### config.mk
export PLATFORM = sky130hd
export DESIGN_NAME = output_eval_top
export DESIGN_NICKNAME = d
export VERILOG_FILES = /design/src/nn_fixed_pkg.sv /design/src/eval_pkg.sv /design/src/output_eval_top.sv /design/src/eval_accum.sv /design/src/class_unit.sv /design/src/cost_unit.sv /design/src/fx_multiply.sv
export SDC_FILE = /design/constraint.sdc
export NUM_CORES = 2
export LEC_CHECK = 0
export BUFFER_PORTS_ARGS = -buffer_cell sky130_fd_sc_hd__buf_4
export CELL_PAD_IN_SITES_DETAIL_PLACEMENT = 1
export CELL_PAD_IN_SITES_GLOBAL_PLACEMENT = 1
export CORE_UTILIZATION = 45
export DETAILED_ROUTE_END_ITERATION = 10
export PLACE_DENSITY = 0.82
export SYNTH_ARGS = -nofsm -noshare
export SYNTH_HDL_FRONTEND = slang
export SYNTH_SLANG_ARGS = --single-unit
### constraint.sdc
create_clock -name clk -period 4 [get_ports clk]
set_input_delay 0.8 -clock clk [delete_from_list [all_inputs] [get_ports clk]]
set_output_delay 0.8 -clock clk [all_outputs]
set_load 0.01 [all_outputs]
### src/nn_fixed_pkg.sv
// signed 1.5.10 two's complement only; the width is fixed here and every arithmetic block assumes it
package nn_fixed_pkg;

	// number format
	localparam int int_bits    = 5; // integer bits, sign not counted
	localparam int frac_bits   = 10; // fraction bits
	localparam int fixed_width = 1 + int_bits + frac_bits; // sign + int + frac = 16
	localparam int prod_width  = 2 * fixed_width; // full product of two words

	typedef logic signed [fixed_width-1:0] fixed_t;

	// saturation bounds
	localparam fixed_t fixed_max = {1'b0, {(fixed_width-1){1'b1}}}; // +31.999
	localparam fixed_t fixed_min = {1'b1, {(fixed_width-1){1'b0}}}; // -32.0
	localparam fixed_t fixed_one = fixed_t'(1 << frac_bits); // 1.0, target value for y

	// half an lsb of the result, added before the fraction bits are dropped
	localparam int round_half = 1 << (frac_bits - 1);

	// add with clamp to the range, no wrap
	function automatic fixed_t sat_add(input fixed_t a, input fixed_t b);
		logic signed [fixed_width:0] s; // one guard bit catches the overflow
		s = a + b;
		if (s > fixed_max) begin
			return fixed_max;
		end else if (s < fixed_min) begin
			return fixed_min;
		end
		return s[fixed_width-1:0];
	endfunction

endpackage
### src/eval_pkg.sv
// sizes are fixed at four neurons and a batch of eight; index 0 sits in the lowest word of acts
package eval_pkg;

	localparam int num_neurons = 4; // output neurons per sample
	localparam int batch_len   = 8; // samples per batch

	// neuron index, two bits for four neurons
	typedef logic [$clog2(num_neurons)-1:0] class_t;

	// correct count, must hold 0..batch_len
	typedef logic [$clog2(batch_len+1)-1:0] count_t;

	// position of a sample inside its batch
	typedef logic [$clog2(batch_len)-1:0] batch_pos_t;

	// activation vector, element 0 in the low bits
	typedef nn_fixed_pkg::fixed_t [num_neurons-1:0] acts_t;

	// one input sample: activations then the class label
	typedef struct packed {
		acts_t  acts;
		class_t label;
	} sample_t;

	// per-sample result
	typedef struct packed {
		nn_fixed_pkg::fixed_t cost; // quadratic cost of the sample
		logic                 correct; // argmax matched the label
	} sample_res_t;

	// per-batch result
	typedef struct packed {
		nn_fixed_pkg::fixed_t cost; // saturated sum of sample costs
		count_t               correct_cnt; // correct predictions in the batch
	} batch_res_t;

endpackage

### src/output_eval_top.sv
// no back-pressure; sample_done_o comes two cycles after sample_valid_i, batch_done_o every 8th
`timescale 1ns/1ns

module output_eval_top (
	input  logic                  clk,
	input  logic                  reset,
	input  logic                  sample_valid_i,
	input  eval_pkg::sample_t     sample_i,
	output logic                  sample_done_o,
	output eval_pkg::sample_res_t sample_res_o,
	output logic                  batch_done_o,
	output eval_pkg::batch_res_t  batch_res_o
);

	logic                 cost_valid;
	nn_fixed_pkg::fixed_t cost;
	eval_pkg::class_t     pred;

	// cost path, needs the label for y
	cost_unit u_cost (
		.clk      (clk),
		.reset    (reset),
		.valid_i  (sample_valid_i),
		.sample_i (sample_i),
		.valid_o  (cost_valid),
		.cost_o   (cost)
	);

	// argmax path, activations only
	// its strobe is cycle-equal to cost_valid, the combiner keys on that one
	class_unit u_class (
		.clk     (clk),
		.reset   (reset),
		.valid_i (sample_valid_i),
		.acts_i  (sample_i.acts),
		.valid_o (),
		.pred_o  (pred)
	);

	eval_accum u_accum (
		.clk            (clk),
		.reset          (reset),
		.sample_valid_i (sample_valid_i),
		.label_i        (sample_i.label), // delayed inside to meet the unit results
		.cost_valid_i   (cost_valid),
		.cost_i         (cost),
		.pred_i         (pred),
		.sample_done_o  (sample_done_o),
		.sample_res_o   (sample_res_o),
		.batch_done_o   (batch_done_o),
		.batch_res_o    (batch_res_o)
	);

endmodule

### src/eval_accum.sv
// batch boundaries count from the first sample after reset; batch cost clamps at fixed_max
`timescale 1ns/1ns

module eval_accum (
	input  logic                   clk,
	input  logic                   reset,
	input  logic                   sample_valid_i, // input strobe, used to capture the label
	input  eval_pkg::class_t       label_i,
	input  logic                   cost_valid_i, // unit results valid, one cycle later
	input  nn_fixed_pkg::fixed_t   cost_i,
	input  eval_pkg::class_t       pred_i,
	output logic                   sample_done_o,
	output eval_pkg::sample_res_t  sample_res_o,
	output logic                   batch_done_o,
	output eval_pkg::batch_res_t   batch_res_o
);

	eval_pkg::class_t label_q; // label lined up with the unit results
	logic             correct;

	// running batch state
	nn_fixed_pkg::fixed_t cost_sum_q;
	nn_fixed_pkg::fixed_t cost_sum_next; // includes the current sample
	eval_pkg::count_t     correct_cnt_q;
	eval_pkg::count_t     correct_cnt_next;
	eval_pkg::batch_pos_t batch_pos_q; // 0..batch_len-1
	logic                 batch_last; // current sample closes the batch

	// one stage delay, same as the units, so back-to-back samples stay aligned
	always_ff @(posedge clk) begin
		if (sample_valid_i) begin
			label_q <= label_i;
		end
	end

	assign correct          = (pred_i == label_q);
	assign cost_sum_next    = nn_fixed_pkg::sat_add(cost_sum_q, cost_i);
	assign correct_cnt_next = correct_cnt_q + eval_pkg::count_t'(correct);
	assign batch_last       = (batch_pos_q == eval_pkg::batch_pos_t'(eval_pkg::batch_len - 1));

	// strobes, position and accumulators
	always_ff @(posedge clk or posedge reset) begin
		if (reset) begin
			sample_done_o <= 1'b0;
			batch_done_o  <= 1'b0;
			batch_pos_q   <= '0;
			cost_sum_q    <= '0;
			correct_cnt_q <= '0;
		end else begin
			sample_done_o <= cost_valid_i;
			batch_done_o  <= cost_valid_i & batch_last; // same cycle as the 8th sample_done
			if (cost_valid_i) begin
				if (batch_last) begin
					batch_pos_q   <= '0; // start the next batch empty
					cost_sum_q    <= '0;
					correct_cnt_q <= '0;
				end else begin
					batch_pos_q   <= batch_pos_q + 1'b1;
					cost_sum_q    <= cost_sum_next;
					correct_cnt_q <= correct_cnt_next;
				end
			end
		end
	end

	// result fields, hold between strobes
	always_ff @(posedge clk) begin
		if (cost_valid_i) begin
			sample_res_o.cost    <= cost_i;
			sample_res_o.correct <= correct;
			if (batch_last) begin
				batch_res_o.cost        <= cost_sum_next;
				batch_res_o.correct_cnt <= correct_cnt_next;
			end
		end
	end

endmodule

### src/class_unit.sv
// argmax over four activations, one cycle latency; signed compare, the lower index wins a tie
`timescale 1ns/1ns

module class_unit (
	input  logic              clk,
	input  logic              reset,
	input  logic              valid_i, // one-cycle strobe per sample
	input  eval_pkg::acts_t   acts_i,
	output logic              valid_o, // follows valid_i by one cycle
	output eval_pkg::class_t  pred_o // winning neuron, held between strobes
);

	localparam int num_pairs = eval_pkg::num_neurons / 2;

	nn_fixed_pkg::fixed_t act [eval_pkg::num_neurons]; // unpacked copy, signed per element

	// first level winners, one per pair
	nn_fixed_pkg::fixed_t pair_val [num_pairs];
	eval_pkg::class_t     pair_idx [num_pairs];

	eval_pkg::class_t win_idx; // second level result

	for (genvar i = 0; i < eval_pkg::num_neurons; i++) begin : g_unpack
		assign act[i] = acts_i[i];
	end

	// level 1: neighbours 2j and 2j+1, upper one only when strictly larger
	for (genvar j = 0; j < num_pairs; j++) begin : g_level1
		logic upper_wins;

		assign upper_wins  = act[2*j+1] > act[2*j];
		assign pair_val[j] = upper_wins ? act[2*j+1] : act[2*j];
		assign pair_idx[j] = upper_wins ? eval_pkg::class_t'(2*j+1) : eval_pkg::class_t'(2*j);
	end

	// level 2: pair 0 holds the lower indices, so it keeps ties
	assign win_idx = (pair_val[1] > pair_val[0]) ? pair_idx[1] : pair_idx[0];

	always_ff @(posedge clk or posedge reset) begin
		if (reset) begin
			valid_o <= 1'b0;
		end else begin
			valid_o <= valid_i;
		end
	end

	always_ff @(posedge clk) begin
		if (valid_i) begin
			pred_o <= win_idx; // index only, the max value itself is not needed downstream
		end
	end

endmodule

### src/cost_unit.sv
// quadratic cost per sample, one cycle latency; label must be a valid neuron index, y is one-hot
`timescale 1ns/1ns

module cost_unit (
	input  logic                 clk,
	input  logic                 reset,
	input  logic                 valid_i, // one-cycle strobe per sample
	input  eval_pkg::sample_t    sample_i,
	output logic                 valid_o, // follows valid_i by one cycle
	output nn_fixed_pkg::fixed_t cost_o // held between strobes
);

	// a-y per neuron
	nn_fixed_pkg::fixed_t diff [eval_pkg::num_neurons];

	// (a-y)^2 per neuron, already rounded and clamped
	nn_fixed_pkg::fixed_t sq [eval_pkg::num_neurons];

	nn_fixed_pkg::fixed_t sum; // saturating sum of squares

	for (genvar i = 0; i < eval_pkg::num_neurons; i++) begin : g_neuron
		nn_fixed_pkg::fixed_t neg_y; // -y, i.e. -1.0 on the labelled neuron

		assign neg_y = (sample_i.label == eval_pkg::class_t'(i)) ?
			-nn_fixed_pkg::fixed_one : '0;

		// a + (-y), clamps when a is near fixed_min
		assign diff[i] = nn_fixed_pkg::sat_add(sample_i.acts[i], neg_y);

		// squaring, both inputs the same term
		fx_multiply u_square (
			.a_i (diff[i]),
			.b_i (diff[i]),
			.z_o (sq[i])
		);
	end

	// add in index order, clamp after every step
	always_comb begin
		sum = '0;
		for (int i = 0; i < eval_pkg::num_neurons; i++) begin
			sum = nn_fixed_pkg::sat_add(sum, sq[i]); // squares are >= 0, only top clamp hits
		end
	end

	// strobe
	always_ff @(posedge clk or posedge reset) begin
		if (reset) begin
			valid_o <= 1'b0;
		end else begin
			valid_o <= valid_i;
		end
	end

	// result word, loads only on a sample
	always_ff @(posedge clk) begin
		if (valid_i) begin
			cost_o <= sum;
		end
	end

endmodule

### src/fx_multiply.sv
// combinational 1.5.10 multiply; rounds half up toward +inf and clamps, so results never wrap
`timescale 1ns/1ns

module fx_multiply (
	input  nn_fixed_pkg::fixed_t a_i,
	input  nn_fixed_pkg::fixed_t b_i,
	output nn_fixed_pkg::fixed_t z_o
);

	// full product carries 2*frac_bits fraction bits
	logic signed [nn_fixed_pkg::prod_width-1:0] prod_full;

	// one extra bit so the rounding add cannot overflow
	logic signed [nn_fixed_pkg::prod_width:0] prod_rnd;

	// rounded product back at frac_bits, still wider than a word
	logic signed [nn_fixed_pkg::prod_width-nn_fixed_pkg::frac_bits:0] quot;

	assign prod_full = a_i * b_i; // both signed, sign extended to product width

	// add half an lsb, arithmetic shift below gives floor so this is round half up
	assign prod_rnd = prod_full + nn_fixed_pkg::round_half;

	// drop the low frac_bits
	assign quot = prod_rnd[nn_fixed_pkg::prod_width:nn_fixed_pkg::frac_bits];

	// clamp after rounding, so a value just under max can not round past it
	always_comb begin
		if (quot > nn_fixed_pkg::fixed_max) begin
			z_o = nn_fixed_pkg::fixed_max; // positive overflow
		end else if (quot < nn_fixed_pkg::fixed_min) begin
			z_o = nn_fixed_pkg::fixed_min; // negative overflow
		end else begin
			z_o = quot[nn_fixed_pkg::fixed_width-1:0]; // fits, take the low word
		end
	end

endmodule

==> results.cfg <==
[status]
status = finished with violations
violations = DRC, capacitance limit, slew limit, setup timing

[timing]
maxSlewViolCount = 9
min_period_ns = 19.94
setup_tns_ns = -258.04
maxSlewHeadroom = -0.600
clock_skew_ns = 0.0167
hold_viol = 0
setup_viol = 22
rsz0062_at_grt = yes
tightest_slew_ns = 2.37
timing.final.ws_setup_ns = -15.94
period_share = 4.98
fmax_ghz = 0.0502

[detailed_routing]
final_antenna_net_count = 0
via_per_inst = 6.54
vias = 51700
totalWireLength_um = 264000
drtPass1Iterations = 11
routedWlPerCell_um = 33.4
remaining_drc_errors = 4
drt_iter0_markers = 7091

[setup_path]
cp_common_cell = buf_4
rr_worst_depth = 13
r2r-start = u_cost.cost_o[0]
endpoint = u_cost.cost_o[5]
critPathKind = in -> reg
path_max_fanout = 13
critPathTopFamily = compound AO/OA/AOI/OAI gates
endpoint_kind = register
start_kind = primary input
r2r_slack_ns = -0.05
r2r-end = u_accum.batch_res_o[8]
worst-path-stages = 67
critPathSlowestCell = o21ai_0
slowest_delay_ns = 1.81
crit_required_ns = 4.09
cp.arrival_ns = 20.03
crit_start = sample_i[0]
cp.buffers_inverters = 17

[yosys]
yosysWarnings = 0
synthCells = 5134
synth_edf_count = 57
synth_cell_type_count = 84
synth.area.top_cells = fa_1, ha_1, inv_1
async_flop_share = 0.313
synth_area_mm2 = 0.0454
avgSynthCellArea_um2 = 8.85
syn_nets = 6649
ys_ff_latch = 83
synth_ff_type = edfxtp_1
yosys.area.top_type = fa_1
ys_seq_area_frac = 0.0520
synth_top_cell_area_share = 0.432

[clock_tree]
clock_sinks = 83
tritoncts = done
cts_buffer_depth = 2
htreeDepth = 3
clock_latency_ns = 0.36
ctsHoldBuffers = 0
numCtsBuffers = 9
cts_root_buffer = clkbuf_16
path_clk_slew_ns = 0.08

[floorplan]
die_area_mm2 = 0.102
rows = 116
io_pins = 108
initial_utilization = 0.454
die_h_um = 320
die_w_um = 320
core_area_mm2 = 0.100

[grt]
track_usage = 0.425
grt_max_degree = 40
grt_first_pass_wirelength_um = 328000
globalRoute.totalOverflow = 0
antenna_found_initial = 47
first_global_vias = 56200

[layout]
areaGrowthSynthToFinish_pct = 33.2
nets = 8081
drive_gt1_frac = 0.290

[job]
maxCapViolCount = 4

[worst_hold_path]
min_path_type = reg -> reg

[placement]
gp_congestion = 1.02
io_buffers = 107
dp_hpwl_um = 167000
-- through the flow --
stage	utilization	hold slack, ns	std cells	cell area (um2)	worst slack, ns
floorplan	-	0.433	5134	46300	-11.89
global placement	0.581	0.495	7747	58100	-11.98
detailed placement	0.581	0.482	7747	58100	-13.21
CTS	0.595	0.524	7828	59500	-11.90
global route	0.604	0.534	7876	60400	-15.35
finish	0.605	0.541	7904	60500	-15.94
-- state kept, by name, indices dropped and copies added, names as in the netlist, 2 cells and up --
register	flops
u_accum.sample_res_o	17
u_accum.batch_res_o	20
u_accum.batch_pos_q	3
u_accum.label_q	2
u_accum.cost_sum_q	16
u_class.pred_o	2
u_accum.correct_cnt_q	4
u_cost.cost_o	16
-- worst min path at each step --
stage                                  from                  endpoint  slack, ns  cells past startpoint
after global routing      u_cost.cost_o[11]  u_accum.sample_res_o[12]       0.53                      0
after floorplan            u_cost.cost_o[9]  u_accum.sample_res_o[10]       0.43                      0
after detailed placement  u_cost.cost_o[11]  u_accum.sample_res_o[12]       0.48                      0
after global placement    u_cost.cost_o[15]  u_accum.sample_res_o[16]       0.49                      0
after CTS                 u_cost.cost_o[15]  u_accum.sample_res_o[16]       0.52                      0
final                     u_cost.cost_o[12]  u_accum.sample_res_o[13]       0.54                      0
-- timing repair --
action / 4_1_cts / 5_1_grt
resized for setup: 166 / 153
pin swaps: 86 / 110
endpoints found under the hold margin: 0 / 0
setup buffers: 64 / 41
setup endpoints to repair: 23 / 40
cloned: 2 / 0
-- cells in the mapped netlist (all sizes together), types with 10 or more instances --
master / number
xor2: 61
mux2i: 22
a211o: 11
o21bai: 30
nor3: 39
a21oi: 225
and3: 22
o22ai: 21
or3: 12
o211ai: 11
mux2: 23
o311ai: 12
or2: 23
nor4: 11
a211oi: 18
ha: 467
o31ai: 10
nand4: 30
a21boi: 11
o21a: 37
and2: 20
dfrtp: 26
a31oi: 20
o21ai: 221
nand2: 320
fa: 979
xnor2: 132
a21o: 132
nand2b: 29
clkbuf: 83
inv: 1446
edfxtp: 57
nor2: 395
nor2b: 25
nand3: 38
-- routing by layer --
metal | vias up | global-route usage | wire length (um)
met1 | 24700 | 0.420 | 77300
met4 | 44 | 0.397 | 36500
met5 | - | 0.00520 | 964
met3 | 2949 | 0.112 | 35500
met2 | 5221 | 0.724 | 114000
li1 | 18700 | - | -
-- cell usage in the layout, fill, tap and decap left out, types with 13 or more instances in the layout --
cell,netlist,routed
buf_4,1,1461
inv_1,1445,1402
fa_1,979,951
ha_1,467,431
nor2_1,395,356
nand2_1,320,296
a21oi_1,225,184
o21ai_0,199,144
a21o_1,132,131
xnor2_1,132,131
xor2_1,61,61
edfxtp_1,57,57
o21ai_2,0,37
nor3_1,38,36
inv_2,1,36
diode_2,0,35
o21a_1,37,35
nand3_1,38,34
a21oi_2,0,34
o21ai_1,22,33
ha_4,0,33
nand4_1,30,30
buf_6,1,29
fa_2,0,28
o21bai_1,30,27
nand2b_1,29,27
dfrtp_1,26,26
nor2_2,0,24
nor2b_1,25,22
and3_1,22,22
mux2_2,23,21
nand2_2,0,20
mux2i_1,22,19
a31oi_1,20,18
o22ai_1,20,17
or2_2,21,16
nor2_4,0,15
buf_12,0,15
and2_1,18,14
a211oi_1,18,13
-- cells by family (layout without fill, tap and decap cells) --
group	after synthesis	in the layout	synth area share
AND/OR/NAND/NOR	989	990	0.0959
other	0	35	0
buffers and inverters	1546	2982	0.128
adder cells (fa/ha/maj)	1448	1448	0.561
AO/OA/AOI/OAI	830	830	0.116
flip-flops	83	83	0.0520
XOR/XNOR	193	193	0.0372
multiplexers	45	45	0.0106
-- area by class of cell --
type                            count  area (um2)
Fill cell                       11500       39500
Multi-Input combinational cell   3506       39000
Tap cell                         1298        1620
Inverter                         1455        5500
Clock buffer                       10         229
Clock inverter                      6        66.3
Antenna cell                       35        87.6
Sequential cell                    83        2360
Timing Repair Buffer             1511       11700
Power is not shown: default switching activity piles up to over one toggle a cycle in this logic, so the estimate is an artifact.
